<file path="config.mk">
export PLATFORM = sky130hd
export DESIGN_NAME = sort_engine
export DESIGN_NICKNAME = d
export VERILOG_FILES = /design/src/hw/sort_pkg.sv /design/src/hw/ucode_rom.sv /design/src/hw/ucode_decoder.sv /design/src/hw/reg_file.sv /design/src/hw/hw_stack.sv /design/src/hw/fetch_stage.sv /design/src/hw/exec_stage.sv /design/src/hw/sort_engine.sv
export SDC_FILE = /design/constraint.sdc
export NUM_CORES = 2
export LEC_CHECK = 0
export BUFFER_PORTS_ARGS = -buffer_cell sky130_fd_sc_hd__buf_2
export CORE_MARGIN = 5
export CORE_UTILIZATION = 55
export CTS_CLUSTER_SIZE = 8
export DETAILED_ROUTE_END_ITERATION = 8
export PLACE_DENSITY = 0.74
export SLEW_MARGIN = 25
export SYNTH_ARGS = -nofsm -noshare
export SYNTH_HDL_FRONTEND = slang
export SYNTH_SLANG_ARGS = --single-unit
</file>
<file path="constraint.sdc">
create_clock -name clk -period 15.05 [get_ports clk]
set_input_delay 1.505 -clock clk [delete_from_list [all_inputs] [get_ports clk]]
set_output_delay 1.505 -clock clk [all_outputs]
set_load 0.01 [all_outputs]
</file>
<file path="src/hw/sort_pkg.sv">
package sort_pkg;

  // Datapath word
  localparam int W = 32;
  typedef logic [W-1:0] W_T;

  // Microcode program counter
  localparam int PC_W = 6;
  typedef logic [PC_W-1:0] PC_T;

  // Architectural registers, r0 reads as zero
  localparam int REG_N = 8;
  typedef logic [$clog2(REG_N)-1:0] REG_T;

  // Link register written by CALL
  localparam REG_T BLINK = REG_T'(7);

  // Hardware stack depth, head included
  localparam int STACK_N = 32;

  // Largest bank and its word address
  localparam int BANK_N = 16;
  typedef logic [$clog2(BANK_N)-1:0] ADDR_T;

  typedef enum logic [1:0] {
    IDLE    = 2'd0,
    READY   = 2'd1,
    SORTING = 2'd2,
    SORTED  = 2'd3
  } BANK_STATUS_T;

  typedef struct packed {
    BANK_STATUS_T            status;
    // Word count, 0 up to BANK_N inclusive
    logic [$clog2(BANK_N):0] n;
  } BANK_STATE_T;

  // Condition codes tested against the committed flags
  typedef enum logic [1:0] {
    ALWAYS = 2'd0,
    EQ     = 2'd1,
    GT     = 2'd2,
    LE     = 2'd3
  } CC_T;

  typedef enum logic [3:0] {
    ALU   = 4'd0,
    JUMP  = 4'd1,
    CALL  = 4'd2,
    RET   = 4'd3,
    PUSH  = 4'd4,
    POP   = 4'd5,
    LOAD  = 4'd6,
    STORE = 4'd7,
    AWAIT = 4'd8,
    DONE  = 4'd9
  } OPCODE_T;

  // ROM word, 24 bits
  typedef struct packed {
    OPCODE_T         opcode;
    CC_T             cc;
    REG_T            dst;
    REG_T            src0;
    REG_T            src1;
    // Doubles as jump or call target
    logic [PC_W-1:0] imm;
    logic            has_imm;
    // Operand B taken from N
    logic            special;
    logic            inv_src1;
  } INST_T;

  // Decoded control word
  typedef struct packed {
    REG_T            dst;
    logic            dst_en;
    REG_T            src0;
    REG_T            src1;
    logic            src0_is_zero;
    logic            has_imm;
    logic [PC_W-1:0] imm;
    logic            has_special;
    logic            inv_src1;
    logic            cin;
    logic            flag_en;
    logic            is_jump;
    logic            is_call;
    logic            is_ret;
    logic            dst_is_blink;
    logic            is_push;
    logic            is_pop;
    logic            is_load;
    logic            is_store;
    logic            is_await;
    logic            is_done;
    CC_T             cc;
    PC_T             target;
  } UCODE_T;

  typedef struct packed {
    logic c;
    logic n;
    logic z;
  } FLAGS_T;

  // Push when set, pop otherwise
  typedef struct packed {
    logic push;
    W_T   push_dat;
  } STACK_CMD_T;

  typedef struct packed {
    logic  en;
    logic  wen;
    ADDR_T addr;
    W_T    wdata;
  } BANK_REQ_T;

  function automatic PC_T pc_inc(PC_T pc);
    return pc + PC_T'(1);
  endfunction

endpackage

</file>
<file path="src/hw/ucode_rom.sv">
`timescale 1ns/10ps

module ucode_rom import sort_pkg::*; (
  input  PC_T   pc,
  output INST_T inst
);

  // Bank reversal program
  // r1 holds N, r2 the word index, r3 the data word, r7 the link
  // Field order: opcode cc dst src0 src1 imm has_imm special inv_src1
  always_comb begin
    case (pc)
      // Park until the scoreboard hands over a bank
      6'd0:  inst = {AWAIT, ALWAYS, 3'd0, 3'd0, 3'd0, 6'd0,  1'b0, 1'b0, 1'b0};
      // r1 = N
      6'd1:  inst = {ALU,   ALWAYS, 3'd1, 3'd0, 3'd0, 6'd0,  1'b0, 1'b1, 1'b0};
      // r2 = 0
      6'd2:  inst = {ALU,   ALWAYS, 3'd2, 3'd0, 3'd0, 6'd0,  1'b1, 1'b0, 1'b0};
      // Push loop, r3 = bank[r2]
      6'd3:  inst = {LOAD,  ALWAYS, 3'd3, 3'd2, 3'd0, 6'd0,  1'b0, 1'b0, 1'b0};
      // Forwarded from the load
      6'd4:  inst = {PUSH,  ALWAYS, 3'd0, 3'd0, 3'd3, 6'd0,  1'b0, 1'b0, 1'b0};
      6'd5:  inst = {ALU,   ALWAYS, 3'd2, 3'd2, 3'd0, 6'd1,  1'b1, 1'b0, 1'b0};
      // Flags from r1 - r2, result dropped into r0
      6'd6:  inst = {ALU,   ALWAYS, 3'd0, 3'd1, 3'd2, 6'd0,  1'b0, 1'b0, 1'b1};
      6'd7:  inst = {JUMP,  GT,     3'd0, 3'd0, 3'd0, 6'd3,  1'b0, 1'b0, 1'b0};
      // Restart index for the pop loop
      6'd8:  inst = {ALU,   ALWAYS, 3'd2, 3'd0, 3'd0, 6'd0,  1'b1, 1'b0, 1'b0};
      // Pop loop, r3 = top of stack
      6'd9:  inst = {POP,   ALWAYS, 3'd3, 3'd0, 3'd0, 6'd0,  1'b0, 1'b0, 1'b0};
      // Call the store routine at 16
      6'd10: inst = {CALL,  ALWAYS, 3'd0, 3'd0, 3'd0, 6'd16, 1'b1, 1'b0, 1'b0};
      6'd11: inst = {ALU,   ALWAYS, 3'd2, 3'd2, 3'd0, 6'd1,  1'b1, 1'b0, 1'b0};
      6'd12: inst = {ALU,   ALWAYS, 3'd0, 3'd1, 3'd2, 6'd0,  1'b0, 1'b0, 1'b1};
      6'd13: inst = {JUMP,  GT,     3'd0, 3'd0, 3'd0, 6'd9,  1'b0, 1'b0, 1'b0};
      // Bank reversed
      6'd14: inst = {DONE,  ALWAYS, 3'd0, 3'd0, 3'd0, 6'd0,  1'b0, 1'b0, 1'b0};
      6'd15: inst = {JUMP,  ALWAYS, 3'd0, 3'd0, 3'd0, 6'd0,  1'b0, 1'b0, 1'b0};
      // Store routine, bank[r2] = r3
      6'd16: inst = {STORE, ALWAYS, 3'd0, 3'd2, 3'd3, 6'd0,  1'b0, 1'b0, 1'b0};
      // Return through r7
      6'd17: inst = {RET,   ALWAYS, 3'd0, 3'd0, 3'd7, 6'd0,  1'b0, 1'b0, 1'b0};
      // Unused space falls back to the top
      default: begin
        inst = {JUMP, ALWAYS, 3'd0, 3'd0, 3'd0, 6'd0, 1'b0, 1'b0, 1'b0};
      end
    endcase
  end

endmodule

</file>
<file path="src/hw/ucode_decoder.sv">
`timescale 1ns/10ps

module ucode_decoder import sort_pkg::*; (
  input  INST_T  inst,
  output UCODE_T ucode
);

  // Opcode produces a register result
  logic dst_wr;

  always_comb begin
    ucode  = '0;
    dst_wr = 1'b0;

    // Operand fields straight from the word
    ucode.dst          = inst.dst;
    ucode.src0         = inst.src0;
    ucode.src1         = inst.src1;
    ucode.src0_is_zero = (inst.src0 == '0);
    ucode.has_imm      = inst.has_imm;
    ucode.imm          = inst.imm;
    // Special operand is the bank word count
    ucode.has_special  = inst.special;
    ucode.inv_src1     = inst.inv_src1;
    // Subtract as A + ~B + 1
    ucode.cin          = inst.inv_src1;
    ucode.cc           = inst.cc;
    ucode.target       = inst.imm;

    case (inst.opcode)
      ALU: begin
        dst_wr        = 1'b1;
        ucode.flag_en = 1'b1;
      end
      JUMP:  ucode.is_jump = 1'b1;
      CALL: begin
        // Return address always lands in the link register
        dst_wr             = 1'b1;
        ucode.is_call      = 1'b1;
        ucode.dst          = BLINK;
        ucode.dst_is_blink = 1'b1;
      end
      RET:   ucode.is_ret = 1'b1;
      PUSH:  ucode.is_push = 1'b1;
      POP: begin
        dst_wr       = 1'b1;
        ucode.is_pop = 1'b1;
      end
      LOAD: begin
        dst_wr        = 1'b1;
        ucode.is_load = 1'b1;
      end
      STORE: ucode.is_store = 1'b1;
      AWAIT: ucode.is_await = 1'b1;
      DONE:  ucode.is_done = 1'b1;
      // Unknown opcodes retire as no-ops
      default: dst_wr = 1'b0;
    endcase

    // r0 never written, so never forwarded either
    ucode.dst_en = dst_wr & (ucode.dst != '0);
  end

endmodule

</file>
<file path="src/hw/reg_file.sv">
`timescale 1ns/10ps

module reg_file import sort_pkg::*; (
  input  logic       clk,
  input  logic       rst,
  input  REG_T [1:0] ra,
  output W_T [1:0]   rdata,
  input  logic       wen,
  input  REG_T       wa,
  input  W_T         wdata
);

  W_T regs [REG_N];

  always_ff @(posedge clk) begin
    if (rst) begin
      for (int i = 0; i < REG_N; i++) begin
        regs[i] <= '0;
      end
    end else if (wen && (wa != '0)) begin
      regs[wa] <= wdata;
    end
  end

  // Two asynchronous read ports
  // r0 pinned to zero
  always_comb begin
    for (int p = 0; p < 2; p++) begin
      rdata[p] = (ra[p] == '0) ? '0 : regs[ra[p]];
    end
  end

endmodule

</file>
<file path="src/hw/hw_stack.sv">
`timescale 1ns/10ps

module hw_stack import sort_pkg::*; (
  input  logic       clk,
  input  logic       rst,
  input  logic       cmd_vld,
  input  STACK_CMD_T cmd,
  output W_T         head,
  output logic       empty,
  output logic       full
);

  // Entries below the head
  W_T                         mem [STACK_N];
  // Occupancy, head included
  logic [$clog2(STACK_N):0]   cnt;
  // Slot that takes the old head on push
  logic [$clog2(STACK_N)-1:0] wr_idx;
  // Slot that becomes the head on pop
  logic [$clog2(STACK_N)-1:0] rd_idx;

  assign empty  = (cnt == '0);
  assign full   = (int'(cnt) == STACK_N);
  assign wr_idx = cnt[$clog2(STACK_N)-1:0] - 1'b1;
  assign rd_idx = wr_idx - 1'b1;

  always_ff @(posedge clk) begin
    if (rst) begin
      cnt <= '0;
    end else if (cmd_vld) begin
      cnt <= cmd.push ? cnt + 1'b1 : cnt - 1'b1;
    end
  end

  always_ff @(posedge clk) begin
    if (cmd_vld) begin
      if (cmd.push) begin
        head <= cmd.push_dat;
        // Old head spills into the array
        if (!empty) begin
          mem[wr_idx] <= head;
        end
      end else begin
        head <= mem[rd_idx];
      end
    end
  end

  // Program depth must stay within the stack
  assert property (@(posedge clk) disable iff (rst) (cmd_vld && cmd.push) |-> !full);
  assert property (@(posedge clk) disable iff (rst) (cmd_vld && !cmd.push) |-> !empty);

endmodule

</file>
<file path="src/hw/fetch_stage.sv">
`timescale 1ns/10ps

module fetch_stage import sort_pkg::*; (
  input  logic clk,
  input  logic rst,
  input  logic xa_stall,
  input  logic replay,
  input  PC_T  replay_pc,
  output logic fa_vld,
  output PC_T  fa_pc,
  output logic fa_adv
);

  // Hands the fetched word to XA unless flushed or XA held
  assign fa_adv = fa_vld & ~replay & ~xa_stall;

  always_ff @(posedge clk) begin
    if (rst) begin
      fa_vld <= 1'b0;
      fa_pc  <= '0;
    end else begin
      // Valid from the first cycle out of reset
      fa_vld <= 1'b1;
      if (replay) begin
        // Redirect from commit
        fa_pc <= replay_pc;
      end else if (fa_adv) begin
        fa_pc <= pc_inc(fa_pc);
      end
    end
  end

  // XA is flushed behind a redirect, so replay lasts a single cycle
  assert property (@(posedge clk) disable iff (rst) replay |=> !replay);

endmodule

</file>
<file path="src/hw/exec_stage.sv">
`timescale 1ns/10ps

module exec_stage import sort_pkg::*; (
  input  logic        clk,
  input  logic        rst,
  input  logic        fa_vld,
  input  logic        fa_adv,
  input  PC_T         fa_pc,
  input  INST_T       inst,
  output logic        xa_stall,
  output logic        replay,
  output PC_T         replay_pc,
  output REG_T [1:0]  rf_ra,
  input  W_T [1:0]    rf_rdata,
  output logic        rf_wen,
  output REG_T        rf_wa,
  output W_T          rf_wdata,
  output logic        stack_cmd_vld,
  output STACK_CMD_T  stack_cmd,
  input  W_T          stack_head,
  input  BANK_STATE_T bank_in,
  input  W_T          bank_rdata,
  output BANK_REQ_T   bank_req,
  output logic        bank_out_vld,
  output BANK_STATE_T bank_out
);

  // XA stage state
  logic   xa_vld;
  PC_T    xa_pc;
  INST_T  xa_inst;
  UCODE_T xa_ucode;
  logic   xa_commit;
  // Datapath
  logic   cc_hit;
  logic   src0_fwd;
  logic   src1_fwd;
  W_T     alu_a;
  W_T     alu_b_pre;
  W_T     alu_b;
  W_T     alu_y;
  logic   alu_cout;
  FLAGS_T ar_flags;
  W_T     wb_data;
  logic   redirect;
  PC_T    redirect_pc;

  ucode_decoder u_ucode_decoder (
    .inst  (xa_inst),
    .ucode (xa_ucode)
  );

  // AWAIT holds XA until a READY bank shows up
  assign xa_stall  = xa_vld & xa_ucode.is_await & (bank_in.status != READY);
  // Replay flushes whatever sits in XA
  assign xa_commit = xa_vld & ~xa_stall & ~replay;

  assign rf_ra[0] = xa_ucode.src0;
  assign rf_ra[1] = xa_ucode.src1;
  // CA result still on its way into the register file
  assign src0_fwd = rf_wen & (rf_wa == xa_ucode.src0);
  assign src1_fwd = rf_wen & (rf_wa == xa_ucode.src1);

  always_comb begin
    // Condition against committed flags
    case (xa_ucode.cc)
      EQ:      cc_hit = ar_flags.z;
      GT:      cc_hit = ~ar_flags.z & ~ar_flags.n;
      LE:      cc_hit = ar_flags.z | ar_flags.n;
      default: cc_hit = 1'b1;
    endcase

    // Operand A
    if (xa_ucode.src0_is_zero) begin
      alu_a = '0;
    end else if (src0_fwd) begin
      alu_a = rf_wdata;
    end else begin
      alu_a = rf_rdata[0];
    end

    // Operand B, N first, then immediate, then registers
    if (xa_ucode.has_special) begin
      alu_b_pre = W_T'(bank_in.n);
    end else if (xa_ucode.has_imm) begin
      alu_b_pre = W_T'(xa_ucode.imm);
    end else if (src1_fwd) begin
      alu_b_pre = rf_wdata;
    end else begin
      alu_b_pre = rf_rdata[1];
    end
    alu_b = alu_b_pre ^ {W{xa_ucode.inv_src1}};

    {alu_cout, alu_y} = {1'b0, alu_a} + {1'b0, alu_b} + {{W{1'b0}}, xa_ucode.cin};

    // Writeback source
    if (xa_ucode.is_pop) begin
      wb_data = stack_head;
    end else if (xa_ucode.dst_is_blink) begin
      // Link is the word after the CALL
      wb_data = W_T'(pc_inc(xa_pc));
    end else if (xa_ucode.is_load) begin
      wb_data = bank_rdata;
    end else begin
      wb_data = alu_y;
    end

    // Taken jump, CALL or RET restarts fetch
    redirect    = xa_commit & ((xa_ucode.is_jump & cc_hit) | xa_ucode.is_ret
                               | xa_ucode.is_call);
    redirect_pc = xa_ucode.is_jump ? xa_ucode.target : PC_T'(alu_b);

    // Bank port, address from A, store data from B
    bank_req.en    = xa_commit & (xa_ucode.is_load | xa_ucode.is_store);
    bank_req.wen   = xa_commit & xa_ucode.is_store;
    bank_req.addr  = ADDR_T'(alu_a);
    bank_req.wdata = alu_b;
  end

  always_ff @(posedge clk) begin
    if (rst) begin
      xa_vld        <= 1'b0;
      replay        <= 1'b0;
      rf_wen        <= 1'b0;
      stack_cmd_vld <= 1'b0;
      bank_out_vld  <= 1'b0;
      ar_flags      <= '0;
    end else begin
      if (replay) begin
        xa_vld <= 1'b0;
      end else if (!xa_stall) begin
        xa_vld <= fa_vld;
      end
      replay        <= redirect;
      rf_wen        <= xa_commit & xa_ucode.dst_en;
      stack_cmd_vld <= xa_commit & (xa_ucode.is_push | xa_ucode.is_pop);
      // Status update for AWAIT and DONE
      bank_out_vld  <= xa_commit & (xa_ucode.is_await | xa_ucode.is_done);
      if (xa_commit && xa_ucode.flag_en) begin
        ar_flags.c <= alu_cout;
        ar_flags.n <= alu_y[W-1];
        ar_flags.z <= (alu_y == '0);
      end
    end
  end

  always_ff @(posedge clk) begin
    if (fa_adv) begin
      xa_inst <= inst;
      xa_pc   <= fa_pc;
    end
    replay_pc          <= redirect_pc;
    rf_wa              <= xa_ucode.dst;
    rf_wdata           <= wb_data;
    stack_cmd.push     <= xa_ucode.is_push;
    stack_cmd.push_dat <= alu_b;
    bank_out.status    <= xa_ucode.is_await ? SORTING : SORTED;
    bank_out.n         <= bank_in.n;
  end

  // AWAIT and DONE never commit back to back
  assert property (@(posedge clk) disable iff (rst) bank_out_vld |=> !bank_out_vld);

endmodule

</file>
<file path="src/hw/sort_engine.sv">
`timescale 1ns/10ps

module sort_engine import sort_pkg::*; (
  input  logic        clk,
  input  logic        rst,
  input  BANK_STATE_T bank_in,
  output logic        bank_out_vld,
  output BANK_STATE_T bank_out,
  output BANK_REQ_T   bank_req,
  input  W_T          bank_rdata
);

  // FA
  logic       fa_vld;
  PC_T        fa_pc;
  logic       fa_adv;
  INST_T      fa_inst;
  // XA to FA
  logic       xa_stall;
  logic       replay;
  PC_T        replay_pc;
  // Register file
  REG_T [1:0] rf_ra;
  W_T [1:0]   rf_rdata;
  logic       rf_wen;
  REG_T       rf_wa;
  W_T         rf_wdata;
  // Stack
  logic       stack_cmd_vld;
  STACK_CMD_T stack_cmd;
  W_T         stack_head;

  fetch_stage u_fetch_stage (
    .clk       (clk),
    .rst       (rst),
    .xa_stall  (xa_stall),
    .replay    (replay),
    .replay_pc (replay_pc),
    .fa_vld    (fa_vld),
    .fa_pc     (fa_pc),
    .fa_adv    (fa_adv)
  );

  ucode_rom u_ucode_rom (
    .pc   (fa_pc),
    .inst (fa_inst)
  );

  exec_stage u_exec_stage (
    .clk           (clk),
    .rst           (rst),
    .fa_vld        (fa_vld),
    .fa_adv        (fa_adv),
    .fa_pc         (fa_pc),
    .inst          (fa_inst),
    .xa_stall      (xa_stall),
    .replay        (replay),
    .replay_pc     (replay_pc),
    .rf_ra         (rf_ra),
    .rf_rdata      (rf_rdata),
    .rf_wen        (rf_wen),
    .rf_wa         (rf_wa),
    .rf_wdata      (rf_wdata),
    .stack_cmd_vld (stack_cmd_vld),
    .stack_cmd     (stack_cmd),
    .stack_head    (stack_head),
    .bank_in       (bank_in),
    .bank_rdata    (bank_rdata),
    .bank_req      (bank_req),
    .bank_out_vld  (bank_out_vld),
    .bank_out      (bank_out)
  );

  reg_file u_reg_file (
    .clk   (clk),
    .rst   (rst),
    .ra    (rf_ra),
    .rdata (rf_rdata),
    .wen   (rf_wen),
    .wa    (rf_wa),
    .wdata (rf_wdata)
  );

  // Status flags only feed the stack's own checks
  hw_stack u_hw_stack (
    .clk     (clk),
    .rst     (rst),
    .cmd_vld (stack_cmd_vld),
    .cmd     (stack_cmd),
    .head    (stack_head),
    .empty   (),
    .full    ()
  );

endmodule

</file>
# [After elaboration in Yosys (flattened, before gate mapping)]
# Memories as Yosys holds them, arrays and structs flattened. A register that Yosys moved wholly into a read port is not among the register bits.
# Index checks and enable logic that the tools add are counted.
[classes] add_sub_neg=8 n_eq_ne=15 mux=41 n_bitwise=28 reduce_logical=13
[op_table] op="32-bit two-way mux" count=11
[op_table] op="32-bit by 1-bit adder with 32-bit output" count=1
[op_table] op="32-bit adder" count=1
[op_table] op="32-bit logical NOT" count=1
[op_table] op="32-bit OR reduction" count=1
[op_table] op="32-bit bitwise XOR" count=1
[op_table] op="6-bit two-way mux" count=4
[op_table] op="1-bit two-way mux" count=23
[op_table] op="6-bit by 1-bit adder with 6-bit output (second input constant)" count=3
[op_table] op="1-bit AND" count=17
[op_table] op="4-bit by 3-bit == test with 1-bit output (second input constant)" count=4
[op_table] op="5-bit by 1-bit subtractor with 5-bit output (second input constant)" count=2
[op_table] op="4-bit by 2-bit == test with 1-bit output (second input constant)" count=2
[op_table] op="4-bit == test (second input constant)" count=2
[op_table] op="3-bit == test" count=2
[op_table] op="3-bit logical NOT" count=2
[op_table] op="6-bit logical NOT" count=1
[op_table] op="3-bit two-way mux" count=2
[op_table] op="1-bit OR" count=6
[op_table] op="3-bit nonzero test" count=2
[op_table] op="6-bit by 1-bit subtractor with 6-bit output (second input constant)" count=1
[op_table] op="2-bit == test (second input constant)" count=2
[op_table] op="4-bit by 1-bit == test with 1-bit output (second input constant)" count=1
[op_table] op="4-bit logical NOT" count=1
[op_table] op="other kinds (8)" count=12
[totals] reg_bits=153 ram_bits=1280 mem_bits_ro=608 inputBits=41 output_inout_bits=46 word_cells=131 mem_count=3
[memory_table] name="u_hw_stack.mem" depth=32 word_bits=32 read_ports=1 rd_clocked_by_memory_dff=0 wr=1 line="hw_stack.sv:14" text="W_T mem [STACK_N];"
[memory_table] name="(no name shown)" depth=32 word_bits=19 read_ports=1 rd_clocked_by_memory_dff=1 wr=0 line="ucode_rom.sv:12" text="case (pc)"
[memory_table] name="u_reg_file.regs" depth=8 word_bits=32 read_ports=2 rd_clocked_by_memory_dff=0 wr=8 line="reg_file.sv:13" text="W_T regs [REG_N];"

# [Logic depth before layout (Yosys ltp)]
[depth] depth_word=11 mapped_depth=26 depth_no_buf=22

# [Hierarchy]
# From an unflattened synthesis, not the netlist that was laid out.
[unflattened] hier_cells=3818 hier_area_um2=61385.1
[modules_own_cells] mod="hw_stack" instances=1 cells_each=2013 area_per_inst_um2=41267.1
[modules_own_cells] mod="reg_file" instances=1 cells_each=881 area_per_inst_um2=12067.8
[modules_own_cells] mod="exec_stage" instances=1 cells_each=764 area_per_inst_um2=6922.9
[modules_own_cells] mod="ucode_rom" instances=1 cells_each=70 area_per_inst_um2=426.7
[modules_own_cells] mod="fetch_stage" instances=1 cells_each=40 area_per_inst_um2=366.6
[modules_own_cells] mod="ucode_decoder" instances=1 cells_each=50 area_per_inst_um2=334.1

# [Worst setup path after synthesis]
# OpenSTA, ideal clock, no wires.
[synth_timing] path_kind="register -> register" startpoint="reg, netlist name u_exec_stage.xa_inst[9]" endpoint="reg u_exec_stage.ar_flags[0] in the netlist's numbering" setup_time_ps=84 t_arrival_ps=6022 setup_slack_ps=8943 stages_incl_launch_ff=23 period_less_slack_ps=6107 cell_sequence="edfxtp_1 buf_4 clkbuf_1 clkbuf_1 buf_1 mux4_2 a21oi_1 o21ai_0 nand2_1 xnor2_1 ha_1 clkbuf_1 nand2_1 o211ai_1 a21oi_1 or4_1 a21oi_1 o21ai_1 o2bb2ai_1 xnor2_1 or3b_2 or4b_1 o31ai_2"
[synth_lines] item="to (decl)" line="exec_stage.sv:43" text="FLAGS_T ar_flags;"

# [Worst setup path in the final report]
[layout_timing] startpoint="reg, netlist name u_exec_stage.xa_inst[11]" endpoint="reg u_exec_stage.ar_flags[0] in the netlist's numbering"
[layout_between] elab_chain_len=9 word_cells_on_any_way=12 cone_classes="add/sub: 2; eq/ne: 1; mux: 4; bitwise: 2; reduce/logical: 2; memory: 1"
[layout_rtl] item="memory 8 x 32 bit, or another cell as far along"
[layout_rtl] item="32-bit two-way mux / 1-bit AND (equally long branches)" line="reg_file.sv:29, exec_stage.sv:62"
[layout_rtl] item="32-bit two-way mux (*)" line="exec_stage.sv:87" text="end else if (src1_fwd) begin"
[layout_rtl] item="32-bit two-way mux (*)" line="exec_stage.sv:85" text="end else if (xa_ucode.has_imm) begin"
[layout_rtl] item="32-bit two-way mux (*)" line="exec_stage.sv:83" text="if (xa_ucode.has_special) begin"
[layout_rtl] item="32-bit bitwise XOR (*)" line="exec_stage.sv:92" text="alu_b = alu_b_pre ^ {W{xa_ucode.inv_src1}};"
[layout_rtl] item="32-bit adder (*)" line="exec_stage.sv:94" text="{alu_cout, alu_y} = {1'b0, alu_a} + {1'b0, alu_b} + {{W{1'b0}}, xa_ucode.cin};"
[layout_rtl] item="32-bit by 1-bit adder with 32-bit output (*)" line="exec_stage.sv:94"
[layout_rtl] item="32-bit logical NOT (*)" line="exec_stage.sv:142" text="ar_flags.z <= (alu_y == '0);"
# Mark *: on every way between the ends. The rest lies on a longest branch, timed or not.
# A chain may end at the register's enable or synchronous reset.

==> run summary <==
status = finished, final reports clean
Avg Synthesized Cell Area = 16.74 sq um
crit start category = flop
final hold violation count = 0
unrepaired setup endpoints after global routing = no
initial DRC count = 3781
critical-path maximum fanout = 32
Final setup viols = 0
CP cell instances = buf_4 > nor2b_2 > buf_4 > a22oi_1 > nor2_1 > a21oi_1 > nor2_1 > a21oi_1 > a21oi_1 > xnor2_1 > fa_1 > xor2_1 > or4_1 > a2111oi_0 > nand4_1 > or4b_1 > nand4b_1 > a2111oi_2 > nand4_1 > or4b_1 > o31ai_2
Synth Instances = 3606
Max Slew Vio Count = 0
worst r2r src = u_exec_stage.xa_inst[11]
Avg Vias per Cell = 6.390
CTS max path bufs = 3
xor and xnor area share after synthesis = 0.01175
ANT nets after route = 0
Pleak = 22.58 nW
initial antenna violation count = 0
Max stage delay on crit path = 0.80 ns
Clock Power Share = 0.430
crit path max-delay cell type = nor2b_2
site row count = 121
Synth Cell Area = 60360 sq um
pre-CTS WS = 8.191 ns
Die H = 341.3 microns
Hold Path Origin = u_exec_stage.replay_pc[4]
Core ar. = 109000 sq um
Synth Area in Simple Gates = 0.06654
max_cap viols = 0
Overflow after GRT = 0
most used cell, CP = a21oi_1
share of layout cells above drive strength 1 = 0.2174
Hold Crit Class = flop to flop
DRT Pass-1 Iters = 5
Synth Flop Type = edfxtp_1
hold path cells = 2
crit end category = flop
Fillers = 7487
post-route insts no fill = 5296
Net Switching = 2.205 mW
reg2reg end = u_exec_stage.ar_flags[0]
routed len/inst = 28.98 microns
routed via count = 33840
post-synthesis sequential area ratio = 0.6978
Seq. cell area = 42130 sq um
relative slew slack = 0.3053
Ports = 87
post-CTS setup buffer count = 0
Final nets = 3894
multi-input combinational cell area = 17850 sq um
die width = 341.3 microns
DRC = 0
Reg2Reg Depth = 21
combinational family with the most area after synthesis = multiplexers
Routability Congestion = 0.9142
H-tree levels = 4
YS warnings = 0
Tightest Pin Transition = 1.035 ns
Tmin final = 6.988 ns
Post-Synth Adder-Cell Area = 0.01016
Hold WS = 0.4647 ns
detailed placement HPWL = 88890 microns
Synth top area share = 0.6646
combinational power share = 0.078
CTS Buf Count = 198
largest net degree at the start of global routing = 104
Finished Core Util = 0.6317
Flop pwr share = 0.492
CP Class = flop to flop
maximum vdd drop = 104.3 uV
first-pass GRT wire length = 225600 microns
placed cell area = 62960 sq um
Routed WL = 153500 microns
Initial Util = 0.5537
Final Cell Area = 68860 sq um
worst path required time = 15.72 ns
CP arrival = 7.66 ns
largest cells by area after synthesis = edfxtp_1 (66%), mux4_2 (12%), dfxtp_1 (3.3%), and2_1 (2.7%), a21oi_1 (1.6%)
# hold bufs at CTS = 0
CTS tree = yes
Internal Power = 7.100 mW
achievable frequency = 0.1431 GHz
Synth Area in Compound Gates = 0.05779
Clock Latency Late Sink = 0.79 ns
die area = 116500 sq um
ANT cells = 0
Post-CTS Resized = 0
reg-to-reg slack, setup = 8.06 ns
unique cell type count in the Yosys netlist = 73
Pwr Total = 9.305 mW
placed cell count = 4996
Post-synth EDFFs = 1336
cell taking the most area after synthesis = edfxtp_1
Setup TNS = 0 ns
fraction of registers with async set/reset = 0
power density over cell area = 135.1 nW/um^2
sw frac = 0.2370
Clock Sinks = 1436
post-synthesis mux area share = 0.1401
Final Skew = 0.04730 ns
GRT Total Usage = 0.2621
final worst setup slack = 8.062 ns
vias in the first global route = 34050
Port Buffer Count = 85
root buffer cell = clkbuf_16
Worst-path clk slew = 0.06 ns
Synth-to-Final Area Change = 14.09%
post-synthesis register bit count = 1436
Worst Hold End = u_fetch_stage.fa_pc[4]
final period utilization = 0.4643
[flip-flops by register name, indices dropped and copies added (netlist names)]
register,count
u_hw_stack.mem,1024
u_reg_file.regs,256
u_exec_stage.stack_cmd,33
u_exec_stage.rf_wdata,32
u_hw_stack.head,32
u_exec_stage.xa_inst,18
u_exec_stage.bank_out,6
u_exec_stage.replay_pc,6
u_exec_stage.xa_pc,6
u_fetch_stage.fa_pc,6
u_hw_stack.cnt,6
u_exec_stage.rf_wa,3
u_exec_stage.ar_flags,2
u_exec_stage.bank_out_vld,1
u_exec_stage.replay,1
u_exec_stage.rf_wen,1
u_exec_stage.stack_cmd_vld,1
u_exec_stage.xa_vld,1
u_fetch_stage.fa_vld,1
[synth_stat cells, types with 5 or more instances]
library cell  number
edfxtp_1        1336
mux4_2           319
and2_1           264
nand2_1          232
a21oi_1          195
clkbuf_1         183
nor2_1           145
o21ai_0          120
a211oi_1         106
dfxtp_1          100
mux2i_1           83
xnor2_1           65
ha_1              45
nor2b_1           41
mux2_2            39
a22oi_1           32
buf_1             32
inv_1             26
a22o_1            24
nand3_1           21
nor3_1            18
xor2_1            16
a21o_1            15
nand4_1           13
nand2b_1          10
or2_2             10
or3_1             10
a31oi_1            7
and3_1             6
nor4_1             6
o211ai_1           6
o21a_1             6
o31ai_1            6
o21bai_1           5
[power by group through the flow]
stage / Clock (mW) / Sequential, mW / Combinational [mW]
final: 4.00 / 4.58 / 0.725
after global routing: 4.25 / 4.58 / 0.780
after CTS: 4.05 / 4.57 / 0.713
after detailed placement: 0 / 4.64 / 0.707
after global placement: 0 / 4.64 / 0.702
after floorplan: 0 / 4.57 / 0.486
[worst max-delay path: cells and delay by family, from the launching register on]
| kind | cells | cell delay, ns |
|---|---|---|
| fa+ha+maj | 1 | 0.51 |
| buf+inv | 2 | 0.76 |
| simple gates | 9 | 3.21 |
| flops | 1 | 0.32 |
| xor+xnor | 2 | 0.39 |
| compound gates | 7 | 1.65 |
[cells in the final DEF (no fill, tap or decap), types with 62 or more instances in the layout]
| cell | Yosys | final |
|---|---|---|
| a211oi_1 | 106 | 106 |
| a21oi_1 | 195 | 195 |
| and2_1 | 264 | 264 |
| buf_2 | 1 | 85 |
| buf_4 | 4 | 73 |
| clkbuf_1 | 183 | 62 |
| clkbuf_16 | 0 | 200 |
| dfxtp_1 | 100 | 97 |
| edfxtp_1 | 1336 | 1336 |
| mux2i_1 | 83 | 83 |
| mux4_2 | 319 | 319 |
| nand2_1 | 232 | 232 |
| nor2_1 | 145 | 101 |
| o21ai_0 | 120 | 114 |
| xnor2_1 | 65 | 62 |
[layout make-up]
class	instances	share of cell area
Timing Repair Buffer	190	0.02153
Sequential cell	1436	0.6117
Clock buffer	262	0.07606
Clock inverter	14	0.004306
Inverter	26	0.001417
Tap cell	1414	0.02569
Multi-Input combinational cell	1954	0.2593
[layer usage]
metal,GRT usage,share of wire,up-vias
met5,0,0,-
met4,0.09454,0.036,0
li1,-,-,14500
met3,0.04769,0.086,304
met2,0.4288,0.50,1783
met1,0.3593,0.38,17260
[kinds of logic (layout without fill, tap and decap cells)]
group                    Yosys count  after routing
flip-flops                      1436           1436
AND/OR/NAND/NOR                  794            794
AO/OA/AOI/OAI                    557            557
multiplexers                     441            441
buffers and inverters            247            492
XOR/XNOR                          81             81
adder cells (fa/ha/maj)           48             48
other                              2             33
[worst max-delay path by stage]
stage | from | end | slack, ns | depth (start not counted)
3_5_place_dp | u_exec_stage.xa_inst[9] | u_exec_stage.ar_flags[0] | 8.19 | 18
3_3_place_gp | u_exec_stage.xa_inst[11] | u_exec_stage.ar_flags[0] | 8.28 | 21
2_1_floorplan | u_exec_stage.xa_inst[9] | u_exec_stage.ar_flags[0] | 8.94 | 22
5_1_grt | u_exec_stage.xa_inst[9] | u_exec_stage.ar_flags[0] | 7.77 | 18
4_1_cts | u_exec_stage.xa_inst[9] | u_exec_stage.ar_flags[0] | 8.09 | 18
6_report | u_exec_stage.xa_inst[11] | u_exec_stage.ar_flags[0] | 8.06 | 21
(Power assumes the default switching activity.)
